<file path="src/verilog/eeprom_cfg.svh">
`ifndef EEPROM_CFG_SVH
`define EEPROM_CFG_SVH

// 2 KB part, block bits ride in the control byte
`define EEPROM_ADDR_W 11

`define EEPROM_DATA_W 8

`define EEPROM_DEV_CODE 4'b1010 // type code for serial eeproms

`endif

</file>
<file path="src/verilog/i2c_bus_pkg.sv">
package i2c_bus_pkg;

    // what the transmitter does during one bit slot
    typedef enum logic [1:0]
    {
        OP_START   = 2'd0,
        OP_STOP    = 2'd1,
        OP_BIT     = 2'd2, // drive slot_bit
        OP_RELEASE = 2'd3  // slave owns sda
    } slot_op_t;

    // scl low in PH_0/PH_1, high in PH_2/PH_3
    typedef enum logic [1:0]
    {
        PH_0 = 2'd0,
        PH_1 = 2'd1,
        PH_2 = 2'd2,
        PH_3 = 2'd3
    } slot_phase_t;

endpackage

</file>
<file path="src/verilog/i2c_bit_rx.sv">
`timescale 1ns/10ps
`include "eeprom_cfg.svh"

module i2c_bit_rx (
    input  logic                      CLK,
    input  logic                      RESET,
    input  i2c_bus_pkg::slot_phase_t  phase,
    input  i2c_bus_pkg::slot_op_t     slot_op,
    input  logic                      sda_in,
    output logic [`EEPROM_DATA_W-1:0] rx_byte,
    output logic                      rx_bit
);
    import i2c_bus_pkg::*;

    logic sample;

    // middle of the scl high time, only in slots the slave drives
    assign sample = (phase == PH_2) && (slot_op == OP_RELEASE);

    // msb arrives first
    always_ff @(posedge CLK)
    begin
        if (sample)
        begin
            rx_byte <= {rx_byte[`EEPROM_DATA_W-2:0], sda_in};
        end
    end

    // last sampled bit doubles as the ack, 0 = ack
    always_ff @(posedge CLK)
    begin
        if (RESET)
        begin
            rx_bit <= 1'b1;
        end
        else if (sample)
        begin
            rx_bit <= sda_in;
        end
    end

endmodule

</file>
<file path="config.mk">
export PLATFORM = sky130hd
export DESIGN_NAME = i2c_bit_rx
export DESIGN_NICKNAME = d
export VERILOG_FILES = /design/src/verilog/i2c_bus_pkg.sv /design/src/verilog/i2c_bit_rx.sv
export VERILOG_INCLUDE_DIRS = /design/src /design/src/verilog
export SDC_FILE = /design/constraint.sdc
export NUM_CORES = 1
export LEC_CHECK = 0
export ABC_AREA = 1
export BUFFER_PORTS_ARGS = -buffer_cell sky130_fd_sc_hd__buf_4
export CELL_PAD_IN_SITES_DETAIL_PLACEMENT = 0
export CELL_PAD_IN_SITES_GLOBAL_PLACEMENT = 1
export CORE_AREA = 2 2 39 41
export DETAILED_ROUTE_END_ITERATION = 10
export DIE_AREA = 0 0 41 43
export PLACE_DENSITY_LB_ADDON = 0.12
export SYNTH_ARGS = -nofsm -noshare
export SYNTH_HDL_FRONTEND = slang
export SYNTH_SLANG_ARGS = --single-unit
</file>
<file path="constraint.sdc">
create_clock -name CLK -period 1.95 [get_ports CLK]
set_input_delay 0 -clock CLK [delete_from_list [all_inputs] [get_ports CLK]]
set_output_delay 0 -clock CLK [all_outputs]
set_load 0.1 [all_outputs]
</file>
==> Word-level counts from Yosys, hierarchy flattened <==
Cells that the tools add are included.
{ "word_totals": {"ff_bits": 9, "input_bits": 7, "output_inout_bits": 9, "wordCells": 5} }
{ "op_classes": {"eq_ne": 2, "n_reduce_logical": 1} }
{ "ops": {"columns": ["op", "count"], "rows": [
  ["$eq 2x2->1 const B", 2],
  ["$logic_and 1x1->1", 1]
]} }

==> Logic depth before layout (Yosys ltp) <==
{ "depth": {"word_depth": 2, "depth_mapped": 5, "ltp_nobuf": 5} }

==> Least setup slack after synthesis <==
No wires, ideal clock.
{ "synth_path": {"kind": "flip-flop to flip-flop", "from": "register rx_byte[0]", "to": "register rx_byte[1], data pin", "setup_time_ns": 0.330, "arrival_ns": 0.915, "required_ns": 1.620, "path_slack_ns": 0.705, "path_stages_with_launch": 1, "n_path_buf": 0, "synth_period_minus_slack_ns": 1.245, "path_cell_list": "edfxtp_1"} }
{ "synth_lines": {"columns": ["item", "line", "text"], "rows": [
  ["start, declared", "i2c_bit_rx.sv:10", "output logic [`EEPROM_DATA_W-1:0] rx_byte,"],
  ["start signal, assigned", "i2c_bit_rx.sv:25", "rx_byte <= {rx_byte[`EEPROM_DATA_W-2:0], sda_in};"]
]} }
No word-level cell between the ends.

==> Worst setup path in the final report <==
{ "layout_path": {"from": "register rx_byte[0]", "to": "output port rx_byte[0]"} }
No word-level cell between the ends.

==> impl_metrics.yaml <==
clock_network:
  postCtsHoldBufs: 2
  htreeDepth: 1
  clkTransAtPathRegs_ns: 0.05
  cts_setup_buffers: 0
  cts_made_buffers: 3
  insertion_delay_ns: 0.25
  ctsResizeCount: 0
  clock_sinks: 9
  cts_tree: "built"
  cts_max_path_buffers: 2
  cts_root_buffer: "clkbuf_4"
critical_path:
  rr_worst_depth: 0
  r2r_slack_ns: 1.28
  cp_cell_sequence: "buf_4"
  critical_path.top_delay_family: "flip-flops"
  arrival_ns: 0.90
  criticalPathCategory: "flip-flop to output port"
  worstSetupEndpointType: "output port"
  start_kind: "flip-flop"
  max_stage_delay_ns: 0.36
  path_depth: 1
  critPathMaxFanout: 2
  worst-path-buf-inv: 1
  crit_required_ns: 1.95
  cp_slowest_cell: "edfxtp_1"
final_layout:
  diodes: 0
  final_common_cell: "buf_4"
  final_cell_mix: "buf_4 (15), edfxtp_1 (8), inv_1 (4), nand2_1 (3), clkbuf_4 (3)"
  areaGrowthSynthToFinish_pct: 59.1
  fin_util: 0.348
  drive_gt1_frac: 0.475
  nets: 48
  fillers: 140
sta:
  skew_ns: 0.000211
  tns_ns: 0
  setup_viol: 0
  relSlewSlack: 0.805
  drv_slew: 0
  fin_crit_ns: 0.904
  tightest_slew_ns: 0.292
  hold_ws_ns: 0.0374
  hold_violations: 0
  fmax_mhz: 1110
  period_share: 0.464
  fin_ws_ns: 1.05
  grt_setup_unrepaired: "false"
outcome:
  outcome: "complete, no violations"
synthesis:
  syn_nets: 26
  synth_cells: 19
  ys_warn_count: 0
  synth_area_per_cell_um2: 15.9
  ys_seq_area_frac: 0.860
  yosysUniqueCellTypes: 6
  yosys_register_bits: 9
  syn_area_um2: 303
routing:
  drt_iter0_markers: 7
  wl_per_cell_um: 8.98
  vias_per_cell: 3.73
  ant_nets: 0
  drc: 0
  drtPass1Iterations: 2
  vias: 209
  drt_wl_total_um: 503
power:
  p_switching_uw: 82.8
  clkPwrFrac: 0.344
  netSwitchingFraction: 0.214
  power_per_cell_area_nw_per_um2: 804
  intPower_uw: 305
  vdd_drop_max_mv: 0.323
  finalPower_uw: 387
  p_leak_uw: 0.000217
  power_frac_comb: 0.107
  p_seq_frac: 0.549
die:
  die-area_um2: 1760
  dieHeight_um: 43
  ios: 16
  core_um2: 1380
  rows: 14
  die_width_um: 41
  start_util: 0.219
global_route:
  grt_pass1_wl_um: 800
  grt_max_degree: 9
  grt_pass1_vias: 208
  grt-ovfl-total: 0
  antenna_found_initial: 0
  grt_usage: 0.0753
placement:
  dp_slack_ns: 1.07
  place.gp.congestion: 0.528
  port_buffers: 15
min_path:
  hold_class: "primary input to flip-flop"
  hold_path_depth: 4
job:
  drv_cap: 0
## power groups by stage
stage | combinational, uW | clock (uW) | sequential [uW]
after floorplan | 5.23 | 0 | 235
after global placement | 38.2 | 0 | 217
after detailed placement | 38.6 | 0 | 217
after CTS | 41.8 | 139 | 213
after global routing | 44.2 | 156 | 213
final | 41.5 | 133 | 213
## cell usage after synthesis
| cell type | count | area [um^2] |
|---|---|---|
| inv_1 | 4 | 15.0 |
| dfxtp_1 | 1 | 20.0 |
| nand3_1 | 2 | 10.0 |
| edfxtp_1 | 8 | 240 |
| nor2_2 | 1 | 6.26 |
| nand2_1 | 3 | 11.3 |
## through the flow
stage                     instance area [um^2]  cells
final                                      482     56
after floorplan                            303     19
after global routing                       482     56
after detailed placement                   435     50
after CTS                                  482     56
after global placement                     435     50
## logic make-up after synthesis
group	Yosys count	share of synthesized area
flops	9	0.860
simple gates	6	0.0909
buf+inv	4	0.0496
## layer usage
metal / part of all wire / up-vias / global-route usage
met5: 0 / - / 0
met4: 0.016 / 0 / 0.100
met3: 0.11 / 2 / 0.0314
met2: 0.47 / 9 / 0.100
met1: 0.40 / 93 / 0.0705
li1: - / 105 / -
## state kept, by name, indices dropped and copies added (netlist names)
| name | flops |
|---|---|
| rx_byte | 8 |
| rx_bit | 1 |
## final timing paths
check	start	end
max reg2reg	rx_byte[0]	rx_byte[1]
min reg2reg	rx_byte[2]	rx_byte[3]
min	phase[0]	rx_bit
max	rx_byte[0]	rx_byte[0]
## layout make-up
class / instances / area (um^2) / area share
Clock buffer: 4 / 26.3 / 0.0545
Inverter: 4 / 15.0 / 0.0312
Multi-Input combinational cell: 6 / 27.5 / 0.0571
Sequential cell: 9 / 260 / 0.540
Tap cell: 16 / 20.0 / 0.0416
Timing Repair Buffer: 17 / 133 / 0.275
No activity file was read; power rests on OpenSTA's default activity.
