--- config.mk ---
export PLATFORM = sky130hd
export DESIGN_NAME = eeprom_sequencer
export DESIGN_NICKNAME = d
export VERILOG_FILES = /design/src/verilog/i2c_bus_pkg.sv /design/src/verilog/eeprom_cmd_pkg.sv /design/src/verilog/eeprom_sequencer.sv
export VERILOG_INCLUDE_DIRS = /design/src /design/src/verilog
export SDC_FILE = /design/constraint.sdc
export NUM_CORES = 1
export LEC_CHECK = 0
export ABC_AREA = 1
export ABC_CLOCK_PERIOD_IN_PS = 2200
export BUFFER_PORTS_ARGS = -buffer_cell sky130_fd_sc_hd__buf_2
export CAP_MARGIN = 25
export CORE_MARGIN = 5
export CORE_UTILIZATION = 54
export CTS_CLUSTER_DIAMETER = 120
export DETAILED_ROUTE_END_ITERATION = 7
export GPL_TIMING_DRIVEN = 0
export HOLD_SLACK_MARGIN = 0.12
export PLACE_DENSITY = 0.84
export SKIP_LAST_GASP = 1
export SYNTH_ARGS = -nofsm -noshare
export SYNTH_HDL_FRONTEND = slang
export SYNTH_SLANG_ARGS = --single-unit
--- constraint.sdc ---
create_clock -name CLK -period 2.2 [get_ports CLK]
set_input_delay 0.44 -clock CLK [delete_from_list [all_inputs] [get_ports CLK]]
set_output_delay 0.44 -clock CLK [all_outputs]
set_load 0.05 [all_outputs]
--- src/verilog/eeprom_cfg.svh ---
`ifndef EEPROM_CFG_SVH
`define EEPROM_CFG_SVH

// 2 KB part, block bits ride in the control byte
`define EEPROM_ADDR_W 11

`define EEPROM_DATA_W 8

`define EEPROM_DEV_CODE 4'b1010 // type code for serial eeproms

`endif

--- src/verilog/i2c_bus_pkg.sv ---
package i2c_bus_pkg;

    // what the transmitter does during one bit slot
    typedef enum logic [1:0]
    {
        OP_START   = 2'd0,
        OP_STOP    = 2'd1,
        OP_BIT     = 2'd2, // drive slot_bit
        OP_RELEASE = 2'd3  // slave owns sda
    } slot_op_t;

    // scl low in PH_0/PH_1, high in PH_2/PH_3
    typedef enum logic [1:0]
    {
        PH_0 = 2'd0,
        PH_1 = 2'd1,
        PH_2 = 2'd2,
        PH_3 = 2'd3
    } slot_phase_t;

endpackage

--- src/verilog/eeprom_cmd_pkg.sv ---
`include "eeprom_cfg.svh"

package eeprom_cmd_pkg;

    typedef enum logic [3:0]
    {
        IDLE,
        START,
        CTRL_W,
        ADDR,
        WDATA,
        RESTART, // repeated start before the read
        CTRL_R,
        RDATA,
        STOP
    } seq_state_t;

    // device code, block bits a10..a8, r/w bit
    function automatic logic [`EEPROM_DATA_W-1:0] ctrl_byte(input logic [2:0] block,
                                                            input logic       rd_bit);
        return {`EEPROM_DEV_CODE, block, rd_bit};
    endfunction

endpackage

--- src/verilog/eeprom_sequencer.sv ---
`timescale 1ns/10ps
`include "eeprom_cfg.svh"

module eeprom_sequencer (
    input  logic                      CLK,
    input  logic                      RESET,
    input  logic                      wr,
    input  logic                      rd,
    input  logic [`EEPROM_ADDR_W-1:0] addr,
    input  logic [`EEPROM_DATA_W-1:0] wdata,
    input  logic                      slot_end,
    input  logic [`EEPROM_DATA_W-1:0] rx_byte,
    input  logic                      rx_bit,
    output logic                      slot_run,
    output i2c_bus_pkg::slot_op_t     slot_op,
    output logic                      slot_bit,
    output logic [`EEPROM_DATA_W-1:0] rdata,
    output logic                      done,
    output logic                      nack_err,
    output logic                      busy
);
    import i2c_bus_pkg::*;
    import eeprom_cmd_pkg::*;

    seq_state_t                state;
    seq_state_t                state_nx;
    logic [`EEPROM_ADDR_W-1:0] addr_q;
    logic [`EEPROM_DATA_W-1:0] wdata_q;
    logic [`EEPROM_DATA_W-1:0] tx_sh;
    logic [`EEPROM_DATA_W-1:0] rd_hold;
    logic [`EEPROM_DATA_W-1:0] load_val;
    logic [2:0]                blk;
    logic [3:0]                bit_cnt; // 0..7 data, 8 ack
    logic                      is_read;
    logic                      nack_flag;
    logic                      in_byte;
    logic                      ack_slot;
    logic                      accept;
    logic                      abort;
    logic                      advance;
    logic                      finish;

    assign blk      = addr_q[`EEPROM_ADDR_W-1 -: 3];
    assign in_byte  = state inside {CTRL_W, ADDR, WDATA, CTRL_R, RDATA};
    assign ack_slot = in_byte && (bit_cnt == 4'd8);
    assign accept   = (state == IDLE) && !busy && (wr || rd);
    assign abort    = slot_end && ack_slot && (state != RDATA) && rx_bit; // slave nack
    assign advance  = slot_end && ((state inside {START, RESTART}) || (ack_slot && !abort));
    assign finish   = slot_end && (state == STOP);

    always_comb
    begin
        state_nx = state;
        case (state)
            START:   state_nx = CTRL_W;
            CTRL_W:  state_nx = ADDR;
            ADDR:    state_nx = is_read ? RESTART : WDATA;
            WDATA:   state_nx = STOP;
            RESTART: state_nx = CTRL_R;
            CTRL_R:  state_nx = RDATA;
            RDATA:   state_nx = STOP;
            default: state_nx = state;
        endcase
    end

    // byte sent in the state being entered
    always_comb
    begin
        case (state_nx)
            CTRL_W:  load_val = ctrl_byte(blk, 1'b0);
            ADDR:    load_val = addr_q[`EEPROM_DATA_W-1:0];
            CTRL_R:  load_val = ctrl_byte(blk, 1'b1);
            default: load_val = wdata_q;
        endcase
    end

    always_ff @(posedge CLK)
    begin
        if (RESET)
        begin
            state     <= IDLE;
            busy      <= 1'b0;
            done      <= 1'b0;
            nack_err  <= 1'b0;
            slot_run  <= 1'b0;
            slot_op   <= OP_RELEASE;
            slot_bit  <= 1'b1;
            bit_cnt   <= 4'd0;
            is_read   <= 1'b0;
            nack_flag <= 1'b0;
        end
        else
        begin
            done     <= 1'b0;
            nack_err <= 1'b0;
            if (accept)
            begin
                busy      <= 1'b1;
                is_read   <= !wr; // wr wins
                nack_flag <= 1'b0;
                slot_run  <= 1'b1;
                slot_op   <= OP_START;
                state     <= START;
            end
            else if (state == IDLE)
            begin
                busy <= 1'b0; // one cycle after done
            end
            else if (finish)
            begin
                slot_run <= 1'b0;
                done     <= 1'b1;
                nack_err <= nack_flag;
                state    <= IDLE;
            end
            else if (abort)
            begin
                nack_flag <= 1'b1;
                slot_op   <= OP_STOP;
                state     <= STOP;
            end
            else if (advance)
            begin
                state   <= state_nx;
                bit_cnt <= 4'd0;
                case (state_nx)
                    RESTART: slot_op <= OP_START;
                    RDATA:   slot_op <= OP_RELEASE;
                    STOP:    slot_op <= OP_STOP;
                    default:
                    begin
                        slot_op  <= OP_BIT;
                        slot_bit <= load_val[`EEPROM_DATA_W-1];
                    end
                endcase
            end
            else if (slot_end && in_byte)
            begin
                bit_cnt <= bit_cnt + 4'd1;
                if (bit_cnt == 4'd7)
                begin
                    if (state == RDATA)
                    begin
                        slot_op  <= OP_BIT; // host nack ends the read
                        slot_bit <= 1'b1;
                    end
                    else
                    begin
                        slot_op <= OP_RELEASE;
                    end
                end
                else
                begin
                    slot_bit <= tx_sh[`EEPROM_DATA_W-1];
                end
            end
        end
    end

    always_ff @(posedge CLK)
    begin
        if (accept)
        begin
            addr_q  <= addr;
            wdata_q <= wdata;
        end
        if (advance)
        begin
            tx_sh <= load_val << 1; // msb already on slot_bit
        end
        else if (slot_end && in_byte && (bit_cnt < 4'd7))
        begin
            tx_sh <= tx_sh << 1;
        end
        if (slot_end && (state == RDATA) && (bit_cnt == 4'd7))
        begin
            rd_hold <= rx_byte;
        end
        if (finish && is_read && !nack_flag)
        begin
            rdata <= rd_hold;
        end
    end

endmodule

==> Yosys cells after proc, flatten, opt, wreduce, memory -nomap -nowiden <==
Cells that the tools add are included.
{ "totals": {"reg_bits": 59, "input_bits": 33} }
{ "classes": {"eq_ne": 21, "n_addsub": 1, "order_cmp": 1, "reduce_logical": 44, "n_mux": 32, "bitwise_logic": 4} }
{ "op_table": {"columns": ["cell", "count"], "rows": [
  ["4-bit by 3-bit == test with 1-bit output, second input constant", 8],
  ["4-bit one-hot mux with 6 select lines", 1],
  ["8-bit one-hot mux with 3 select lines", 1],
  ["4-bit two-way mux", 5],
  ["4-bit by 2-bit == test with 1-bit output, second input constant", 4],
  ["8-bit two-way mux", 2],
  ["1-bit logical AND", 15],
  ["1-bit two-way mux", 15],
  ["2-bit two-way mux", 7],
  ["4-bit == test, second input constant", 3],
  ["4-bit nonzero test", 3],
  ["2-bit nonzero test", 5],
  ["7-bit AND reduction", 1],
  ["2-bit != test, second input constant", 3],
  ["2-bit one-hot mux with 3 select lines", 1],
  ["2-bit AND reduction", 3],
  ["3-bit OR reduction", 2],
  ["5-bit AND reduction", 1],
  ["5-bit nonzero test", 1],
  ["4-bit by 1-bit adder with 4-bit output, second input constant", 1],
  ["4-bit by 1-bit == test with 1-bit output, second input constant", 1],
  ["1-bit logical NOT", 4],
  ["4-bit logical NOT", 1],
  ["4-bit by 3-bit less-than comparator with 1-bit output, second input constant", 1],
  ["other kinds (9)", 14]
]} }

==> Depth between registers and ports, before layout <==
Gate-level depths: netlist (run 1).
{ "logic_depth": {"depth_word": 15, "depth_mapped": 12, "depth_no_buf": 12} }

==> Worst setup path after synthesis (run 1) <==
OpenSTA, ideal clock, no wires.
{ "synth_path": {"kind": "register to register", "startpoint": "register busy", "endpoint": "register bit_cnt[3]", "arrival_time_ns": 1.785, "setup_ns": 0.064, "setup_slack_ns": 0.352, "path_stages_with_launch": 10, "period_less_slack_ns": 1.848, "cell_sequence": "dfxtp_1 > nor3_4 > inv_2 > nand2_2 > nor2_4 > inv_4 > nor2_2 > nand2_1 > nand3_1 > nor2_1"} }
{ "synth_via": {"elab_chain_len": 5} }
{ "synth_rtl": {"columns": ["item", "line", "text"], "rows": [
  ["start, declared", "eeprom_sequencer.sv:20", "output logic busy"],
  ["start signal, assigned", "eeprom_sequencer.sv:82", "busy <= 1'b0;"],
  ["start signal, assigned", "eeprom_sequencer.sv:98", "busy <= 1'b1;"],
  ["start signal, assigned", "eeprom_sequencer.sv:107", "busy <= 1'b0;"],
  ["1-bit logical NOT", "eeprom_sequencer.sv:46", "assign accept = (state == IDLE) && !busy && (wr || rd);"],
  ["1-bit logical AND (2 in series)", "eeprom_sequencer.sv:46", null],
  ["net accept", "eeprom_sequencer.sv:38", "logic accept;"],
  ["1-bit NOT (no line)", null, null],
  ["5-bit AND reduction (no line)", null, null],
  ["end signal, assigned", "eeprom_sequencer.sv:139", "bit_cnt <= bit_cnt + 4'd1;"],
  ["end, declared", "eeprom_sequencer.sv:33", "logic [3:0] bit_cnt;"]
]} }
The timed path passes the listed nets, and every way through them passes these cells.
A chain may end at the register's enable or synchronous reset.

==> Final worst setup path (run 1) <==
{ "layout_path": {"startpoint": "register bit_cnt[0]", "endpoint": "register tx_sh[1], enable pin"} }
{ "layout_via": {"elab_chain_len": 10, "word_cells_on_any_way": 12} }
{ "layout_rtl": {"columns": ["item", "line", "text"], "rows": [
  ["4-bit == test", "eeprom_sequencer.sv:45", "assign ack_slot = in_byte && (bit_cnt == 4'd8);"],
  ["1-bit logical AND", "eeprom_sequencer.sv:45", null],
  ["1-bit logical AND (3 in series)", "eeprom_sequencer.sv:47", "assign abort = slot_end && ack_slot && (state != RDATA) && rx_bit;"],
  ["1-bit logical NOT", "eeprom_sequencer.sv:48", "assign advance = slot_end && ((state inside {START, RESTART}) || (ack_slot && !abort));"],
  ["1-bit logical AND", "eeprom_sequencer.sv:48", null],
  ["1-bit logical OR", "eeprom_sequencer.sv:48", null],
  ["1-bit logical AND", "eeprom_sequencer.sv:48", null],
  ["2-bit nonzero test (no line) *", null, null],
  ["end signal, assigned", "eeprom_sequencer.sv:169", "tx_sh <= load_val << 1;"],
  ["end signal, assigned", "eeprom_sequencer.sv:173", "tx_sh <= tx_sh << 1;"],
  ["end, declared", "eeprom_sequencer.sv:29", "logic [`EEPROM_DATA_W-1:0] tx_sh;"]
]} }
Every way passes the cells marked *; elsewhere a longest branch is shown, timed or not.

==> results of run 1 <==
==> state kept, by name, indices dropped and copies added, names as in the netlist, 2 cells and up <==
name,count
bit_cnt,4
slot_op,2
rd_hold,8
wdata_q,8
rdata,8
tx_sh,7
state,4
addr_q,11
==> cells in the final DEF, fill, tap and decap left out, types with 6 or more instances in the layout <==
master,synthesis,final
nand2_1,64,64
buf_2,0,46
edfxtp_1,42,42
a21oi_1,22,22
inv_1,19,19
nor2_1,18,17
dfxtp_1,17,17
nand3_1,14,14
clkbuf_8,0,9
nor2_2,6,7
inv_2,6,6
==> metal layers <==
| metal | GRT usage, % | share of wire [%] | up-vias |
|---|---|---|---|
| li1 | - | - | 979 |
| met2 | 33.90 | 52 | 53 |
| met1 | 20.72 | 39 | 933 |
| met3 | 6.078 | 5.8 | 13 |
| met5 | 0 | 0 | - |
| met4 | 8.566 | 2.8 | 0 |
==> cell families (layout without fill, tap and decap cells) <==
logic type	after synthesis	in the layout	share of synthesized area [%]
AO/OA/AOI/OAI	39	39	8.754
adder cells (fa/ha/maj)	2	2	0.9890
buffers and inverters	30	95	5.144
flip-flops	59	59	63.30
AND/OR/NAND/NOR	120	121	21.81
==> worst max-delay path: stages, from the launching register on <==
cell	delay, ns
dfxtp_1	0.34
inv_1	0.10
ha_1	0.17
nand3_1	0.12
nor2_1	0.17
nand2_1	0.09
nand2_2	0.07
nand2_2	0.06
buf_6	0.16
buf_6	0.14
o31ai_1	0.13
buf_2	0.27
==> area by class of cell <==
type	count	area [um^2]
inverter	26	100.1
tap	54	67.56
timing repair buffer	49	252.7
clock buffer	10	127.6
sequential	59	1602
clock inverter	6	80.08
fill	358	1559
multi-input combinational	162	810.8
buffer	4	30.03
==> where the power goes <==
| part | total, W | internal, W | switching, W |
|---|---|---|---|
| Clock | 0.00102 | 0.000627 | 0.000388 |
| Sequential | 0.00169 | 0.00155 | 0.000142 |
| Combinational | 0.00138 | 0.000425 | 0.000954 |
==> stage by stage <==
| step | hold slack (ns) | instance area (um^2) | cells |
|---|---|---|---|
| floorplan | 0.4003 | 2530 | 250 |
| CTS | 0.2687 | 3040 | 366 |
| global placement | 0.4001 | 2823 | 349 |
| finish | 0.2829 | 3070 | 370 |
| global route | 0.2676 | 3070 | 370 |
| detailed placement | 0.4101 | 2823 | 349 |
==> how the worst min path moves through the flow <==
stage                     slack (ns)  cells past startpoint                  from                    to
final                           0.28                      1               addr[9]   addr_q[9]$_DFFE_PP_
after global routing            0.27                      1            rx_byte[3]  rd_hold[3]$_DFFE_PP_
after CTS                       0.27                      1            rx_byte[5]  rd_hold[5]$_DFFE_PP_
after detailed placement        0.41                      0  rd_hold[5]$_DFFE_PP_    rdata[5]$_DFFE_PP_
after global placement          0.40                      0  rd_hold[7]$_DFFE_PP_    rdata[7]$_DFFE_PP_
after floorplan                 0.40                      0  rd_hold[0]$_DFFE_PP_    rdata[0]$_DFFE_PP_
==> what timing repair did <==
action,CTS,global route
endpoints found under the hold margin,0,0
hold buffers,0,0
setup endpoints to repair,5,15
resized for setup,0,2
pin swaps,1,1
gates cloned,1,0
buffers inserted,0,3
==> run metrics, run 1 <==
Post-synth EDFFs 42; area leader, netlist edfxtp_1; CP Capture Type flop; Critical Path AT 2.16 ns; initial core utilization 54.65%; H-tree depth 3; wire per inst 14.53 um; largest net degree at the start of global routing 14; number of port buffers 45; Clock Tree Buf Depth 2; CTS tree built; CP Launch Type flop; Tot Pwr 0.004086 W; Max Cap Violations 0; final net count 346; clk_skew 0.004260 ns; PwrDens 1331 nW/um^2; total grt overflow 0; DR pass1 iterations 4; FF+latch count, synth 59; Synth Net Count 285; Die Span Y 78.45 um; DIE WIDTH 78.45 um; number of antenna repair diodes 0; final hold vios 0; first-pass GRT wire length 8.949 mm; Main synth FF type edfxtp_1; # DRC 0; Synth-to-Final Area Change 21.36%; Avg Cell Area, Syn 10.12 um^2; vias in the first global route 2024; Cell variety after synth 29; Slew Limit Fails 0; Final setup viols 0; share of post-route cells with drive strength above 1 29.11%; maximum VDD drop 0.7434 mV; Slew headroom 33.40%; final worst path period need 2.125 ns; CTS buffer count 9; run status completed; reg-to-reg startpoint bit_cnt[0]$_SDFFE_PP0P_; Worst-path clk slew 0.06 ns; fin util 66.32%; Overall Global Routing Usage 19.09%; most common cell in the synthesized netlist nand2_1; WL final 5.376 mm; P_leak 1.309 nW; die area 6154 um^2; Synth top cells by count nand2_1, edfxtp_1, a21oi_1; CP endpoint tx_sh[1]$_SDFFCE_PP0P_; # rows 25; synthesized area 2530 um^2; DP HPWL 3.643 mm; Sink Count 59; CP max FO 10; initial antenna violation count 0; Post-Route Setup TNS 0 ns; top cells by area, synth edfxtp_1, dfxtp_1, nand2_1, a21oi_1, inv_1; pre-CTS WS -0.09977 ns; Seq/Total Area, Yosys 63.30%; num ports 48; unrepaired setup endpoints after global routing no; worst reg2reg setup slack 0.08 ns; worst-margin pin slew 0.9936 ns; CP Class reg2reg; Worst Setup SP bit_cnt[0]$_SDFFE_PP0P_; R2R Path End tx_sh[1]$_SDFFCE_PP0P_; fin crit share 96.59%; share of flip-flops with an asynchronous set or reset 0%; DR vias 1978; Clock Latency Late Sink 0.33 ns; Initial DRC Count 139; Ys Warns 0; Worst Reg-to-Reg Cells 11; GPL Wtd Cong 0.8682; Hold WC Path Type in2reg; core region area 4629 um^2; cells after synthesis 250; Via density 5.346; Worst Path Required 2.23 ns; post-synth top area share 49.85%; worst setup margin 0.07505 ns; CTS root buf clkbuf_8; FMAX 470.6 MHz; Antenna Violating Nets Remaining 0
No activity file was read; power rests on OpenSTA's default activity.
==> inputs of run 2 (changes only) <==
--- a/config.mk
+++ b/config.mk
@@ -10,7 +10,7 @@
 export ABC_CLOCK_PERIOD_IN_PS = 2200
 export BUFFER_PORTS_ARGS = -buffer_cell sky130_fd_sc_hd__buf_2
 export CAP_MARGIN = 25
-export CORE_MARGIN = 5
+export CORE_MARGIN = 2
 export CORE_UTILIZATION = 54
 export CTS_CLUSTER_DIAMETER = 120
 export DETAILED_ROUTE_END_ITERATION = 7
==> run 2 against run 1 <==
Net effect: combinational power shrank 3%; final cell count shrank 0.81%; flip-flop and latch count is the same; count of clock-buffer cells in the layout is the same; non-clock buffer count shrank 1; critical path type unchanged; largest power group unchanged.
==> run metrics, run 2 (synthesis results as in run 1) <==
Worst Path Required 2.15 ns; Clock Tree Buf Depth 2; die area 5248 um^2; PwrDens 1329 nW/um^2; Clock Latency Late Sink 0.33 ns; clk_skew 0.006681 ns; CP endpoint addr_q[5]$_DFFE_PP_; CP Capture Type flop; number of flip-flops in the largest register 11; run status completed; number of port buffers 45; # rows 24; wire per inst 13.20 um; most frequent cells in the layout nand2_1, buf_2, edfxtp_1, a21oi_1, inv_1; initial core utilization 56.93%; Worst Reg-to-Reg Cells 3; Worst Setup SP state[0]$_SDFFE_PP0P_; unrepaired setup endpoints after global routing no; DIE WIDTH 72.45 um; routed wl met3 333 um; Die Span Y 72.45 um; total grt overflow 0; Hold WC Path Type in2reg; CTS tree built; Sink Count 59; FMAX 498.6 MHz; DR pass1 iterations 4; slowest cell on the critical path nor3_2; first-pass GRT wire length 7.762 mm; CTS Hold Bufs 0; largest net degree at the start of global routing 14; Max Cap Violations 0; # DRC 0; core region area 4444 um^2; DP HPWL 3.306 mm; Worst path top cell family by delay simple AND/OR/NAND/NOR gates; cell depth of the worst setup path 3; reg-to-reg startpoint state[0]$_SDFFE_PP0P_; DR vias 1919; number of antenna repair diodes 0; CP Launch Type flop; GPL Wtd Cong 0.8447; Slew headroom 35.27%; CTS buffer count 9; num ports 48; Overall Global Routing Usage 20.27%; Worst-path clk slew 0.07 ns; share of post-route cells with drive strength above 1 29.84%; crit-path max cell delay 0.84 ns; Max Used Layer met4; P_leak 1.309 nW; Via density 5.229; WP buf/inv 0; CP Class reg2reg; vias in the first global route 1754; Initial DRC Count 87; Post-Route Setup TNS 0 ns; WL final 4.846 mm; H-tree depth 3; final hold vios 0; worst reg2reg setup slack 0.19 ns; Top reg by flops addr_q; final net count 345; final hold slack 0.2797 ns; Cells after DPL 347; Critical Path AT 1.96 ns; post-route insts no fill 367; maximum VDD drop 0.8951 mV; fin util 69.23%; initial antenna violation count 0; met2 routed WL 2.375 mm; met1 wire length 1.998 mm; fin crit share 91.16%; R2R Path End addr_q[5]$_DFFE_PP_; crit-path cells nor2_1 -> nand2_1 -> nor3_2; worst-margin pin slew 0.9657 ns; CP max FO 12; final worst path period need 2.006 ns; Final setup viols 0; Synth-to-Final Area Change 21.61%; most common cell after layout, fill and taps aside nand2_1; Antenna Violating Nets Remaining 0; CTS root buf clkbuf_8; Slew Limit Fails 0
[run 2: changes by cell type in the layout (fill, tap and decap cells not counted)]
cell and delta:
buf_2 -1, clkinv_1 -2, clkinvlp_4 +1, inv_6 +1, o31ai_1 -1, o31ai_2 +1
[run 2: layer usage]
metal / track usage [%] / vias to the layer above
li1: - / 969
met1: 23.93 / 859
met2: 33.13 / 75
met3: 5.694 / 16
met4: 11.93 / 0
met5: 0 / -
[run 2: area by class of cell]
type	instances	area [um^2]
repair buffers	48	247.7
plain buffers	4	30.03
multi-input cells	162	815.8
inverters	26	100.1
clock inverters	6	88.84
clock buffers	10	127.6
fillers	315	1368
flip-flops and latches	59	1602
well taps	52	65.06
[run 2: metrics by stage]
stage | setup slack, ns | cell area, um^2 | power, W
floorplan | 0.3517 | 2530 | 0.002648
detailed placement | -0.1162 | 2820 | 0.002945
global placement | -0.03443 | 2820 | 0.002907
global route | 0.03249 | 3077 | 0.004330
finish | 0.1944 | 3077 | 0.004088
CTS | 0.07881 | 3052 | 0.004055
[run 2: report_power, final]
group | internal [W] | switching (W)
Sequential | 0.00155 | 0.000138
Clock | 0.000639 | 0.000418
Combinational | 0.000421 | 0.000923
Total | 0.00261 | 0.00148
[run 2: how the worst min path moves through the flow]
stage | startpoint | end | slack (ns) | depth (start not counted)
2_1_floorplan | rd_hold[0]$_DFFE_PP_ | rdata[0]$_DFFE_PP_ | 0.40 | 0
3_3_place_gp | rd_hold[7]$_DFFE_PP_ | rdata[7]$_DFFE_PP_ | 0.40 | 0
3_5_place_dp | rd_hold[4]$_DFFE_PP_ | rdata[4]$_DFFE_PP_ | 0.41 | 0
4_1_cts | addr[2] | addr_q[2]$_DFFE_PP_ | 0.26 | 1
5_1_grt | addr[1] | addr_q[1]$_DFFE_PP_ | 0.25 | 1
6_report | addr[9] | addr_q[9]$_DFFE_PP_ | 0.28 | 1
[run 2: repair_timing]
item,4_1_cts,5_1_grt
pin swaps,1,1
setup endpoints to repair,10,12
gates cloned,1,0
buffers inserted,0,3
resized for setup,1,1
[run 2: worst register-to-register path: cells and delay by family, from the launching register on]
| kind | cells | cell delay [ns] |
|---|---|---|
| and+or+nand+nor | 3 | 1.25 |
| DFF | 1 | 0.38 |
==> inputs of run 3 (changes only) <==
--- a/config.mk
+++ b/config.mk
@@ -7,16 +7,16 @@
 export NUM_CORES = 1
 export LEC_CHECK = 0
 export ABC_AREA = 1
-export ABC_CLOCK_PERIOD_IN_PS = 2200
+export ABC_CLOCK_PERIOD_IN_PS = 1700
 export BUFFER_PORTS_ARGS = -buffer_cell sky130_fd_sc_hd__buf_2
 export CAP_MARGIN = 25
 export CORE_MARGIN = 2
-export CORE_UTILIZATION = 54
+export CORE_UTILIZATION = 49
 export CTS_CLUSTER_DIAMETER = 120
 export DETAILED_ROUTE_END_ITERATION = 7
 export GPL_TIMING_DRIVEN = 0
 export HOLD_SLACK_MARGIN = 0.12
-export PLACE_DENSITY = 0.84
+export PLACE_DENSITY = 0.81
 export SKIP_LAST_GASP = 1
 export SYNTH_ARGS = -nofsm -noshare
 export SYNTH_HDL_FRONTEND = slang
==> constraint.sdc (replaced) <==
create_clock -name CLK -period 1.7 [get_ports CLK]
set_input_delay 0.34 -clock CLK [delete_from_list [all_inputs] [get_ports CLK]]
set_output_delay 0.34 -clock CLK [all_outputs]
set_load 0.05 [all_outputs]
==> run 3 against run 2 <==
Net effect: the run now ends with negative setup slack left; worst hold slack got worse by 0.11 ns; setup slack got worse by 0.28 ns; sequential power increased by 33%; fmax increased by 12%; count of clock-buffer cells in the layout increased by 2; critical path type unchanged; critical endpoint is now tx_sh[3]$_DFFE_PP_; highest routed layer unchanged.
==> run metrics, run 3 (synthesis results as in run 1) <==
run status complete, but fails checks; failing checks negative setup slack; Clock Latency Late Sink 0.34 ns; Final setup viols 25; die area 5754 um^2; DR pass1 iterations 4; CTS tree built; GPL Wtd Cong 0.8556; Worst Reg-to-Reg Cells 10; Top reg by flops addr_q; Max Cap Violations 0; CTS root buf clkbuf_8; number of flip-flops in the largest register 11; crit-path cells inv_2 -> nor2_4 -> nand2_4 -> nand3_2 -> nand2_2 -> nand2_2 -> nand2_2 -> buf_8 -> buf_8 -> o31ai_4; wire per inst 15.29 um; CP Capture Type flop; final hold vios 0; crit-path max cell delay 0.36 ns; Synth-to-Final Area Change 31.11%; final hold slack 0.1720 ns; Worst Path Required 1.68 ns; FMAX 558.9 MHz; Critical Path AT 1.77 ns; CTS buffer count 9; share of post-route cells with drive strength above 1 39.81%; total grt overflow 0; most frequent cells in the layout nand2_1, buf_2, edfxtp_1, a21oi_1, inv_1; worst setup margin -0.08938 ns; reg-to-reg startpoint state[2]$_SDFFE_PP0P_; final worst path period need 1.789 ns; slowest cell on the critical path dfxtp_4; vias in the first global route 1773; Antenna Violating Nets Remaining 0; Overall Global Routing Usage 20.05%; CTS Hold Bufs 0; cell depth of the worst setup path 10; P_leak 1.378 nW; WL final 6.024 mm; Tot Pwr 0.005567 W; worst-margin pin slew 0.6396 ns; Slew headroom 57.22%; Sink Count 59; Worst Setup SP state[2]$_SDFFE_PP0P_; Worst-path clk slew 0.07 ns; DR vias 2081; hold_sp rx_byte[5]; Hold WC Path Type in2reg; unrepaired setup endpoints after global routing yes; fin crit share 105.3%; clk_skew 0.007183 ns; DIE WIDTH 75.86 um; PwrDens 1678 nW/um^2; Worst path top cell family by delay simple AND/OR/NAND/NOR gates; maximum VDD drop 0.9621 mV; core region area 5042 um^2; CP endpoint tx_sh[3]$_DFFE_PP_; Fill cells 370; first-pass GRT wire length 8.031 mm; # rows 26; H-tree depth 3; DP HPWL 3.355 mm; worst reg2reg setup slack -0.09 ns; CP max FO 7; Slew Limit Fails 0; WP buf/inv 3; Clock Tree Buf Depth 2; CP Class reg2reg; number of antenna repair diodes 0; number of port buffers 45; Die Span Y 75.86 um; critical path's most frequent cell nand2_2; Via density 5.282; most common cell after layout, fill and taps aside nand2_1; # DRC 0; CP Launch Type flop; R2R Path End tx_sh[3]$_DFFE_PP_; num ports 48; initial core utilization 50.17%; initial antenna violation count 0; Initial DRC Count 260; final net count 354; largest net degree at the start of global routing 13
-- run 3: final cells by class --
type | instances | area, um^2 | area share (%)
plain buffers | 4 | 37.54 | 1.132
clock buffers | 12 | 135.1 | 4.074
clock inverters | 4 | 43.79 | 1.320
inverters | 26 | 105.1 | 3.169
multi-input cells | 162 | 945.9 | 28.52
flip-flops and latches | 59 | 1622 | 48.89
well taps | 70 | 87.58 | 2.641
repair buffers | 57 | 340.3 | 10.26
-- run 3: per-stage QoR --
step | utilization [%] | worst slack [ns] | cell area, um^2 | TNS (ns) | std cells
2_1_floorplan | - | -0.1362 | 2544 | -1.210 | 250
3_3_place_gp | 56.65 | -0.4443 | 2856 | -13.37 | 365
3_5_place_dp | 56.65 | -0.4983 | 2856 | -15.98 | 365
4_1_cts | 62.36 | -0.02871 | 3144 | -0.1786 | 387
5_1_grt | 65.78 | -0.1534 | 3317 | -2.864 | 394
6_report | 65.78 | -0.08938 | 3317 | -1.031 | 394
-- run 3: worst min-delay path by stage --
| stage | cells past startpoint | to |
|---|---|---|
| after floorplan | 0 | rdata[0]$_DFFE_PP_ |
| after global placement | 0 | rdata[0]$_DFFE_PP_ |
| after detailed placement | 0 | rdata[6]$_DFFE_PP_ |
| after CTS | 1 | rd_hold[7]$_DFFE_PP_ |
| after global routing | 1 | addr_q[8]$_DFFE_PP_ |
| final | 1 | rd_hold[5]$_DFFE_PP_ |
-- run 3: report_power, final --
group	switching, W	leakage, nW	total (W)	internal [W]
Clock	0.000520	0.0918	0.00119	0.000668
Sequential	0.000212	0.534	0.00224	0.00203
Combinational	0.00143	0.753	0.00214	0.000715
-- run 3: repair_timing --
action,CTS,global route
gates resized for setup,17,28
hold endpoints to repair,0,0
setup endpoints to repair,61,31
setup buffers,5,6
pin swaps,2,13
cloned,1,1
-- run 3: routing by layer --
| metal | routed length (um) | share of wire [%] | GRT usage [%] |
|---|---|---|---|
| met1 | 2363 | 39 | 24.87 |
| met2 | 2945 | 49 | 30.94 |
| met3 | 496 | 8.2 | 8.598 |
| met4 | 218 | 3.6 | 8.187 |
| met5 | 0 | 0 | 0 |
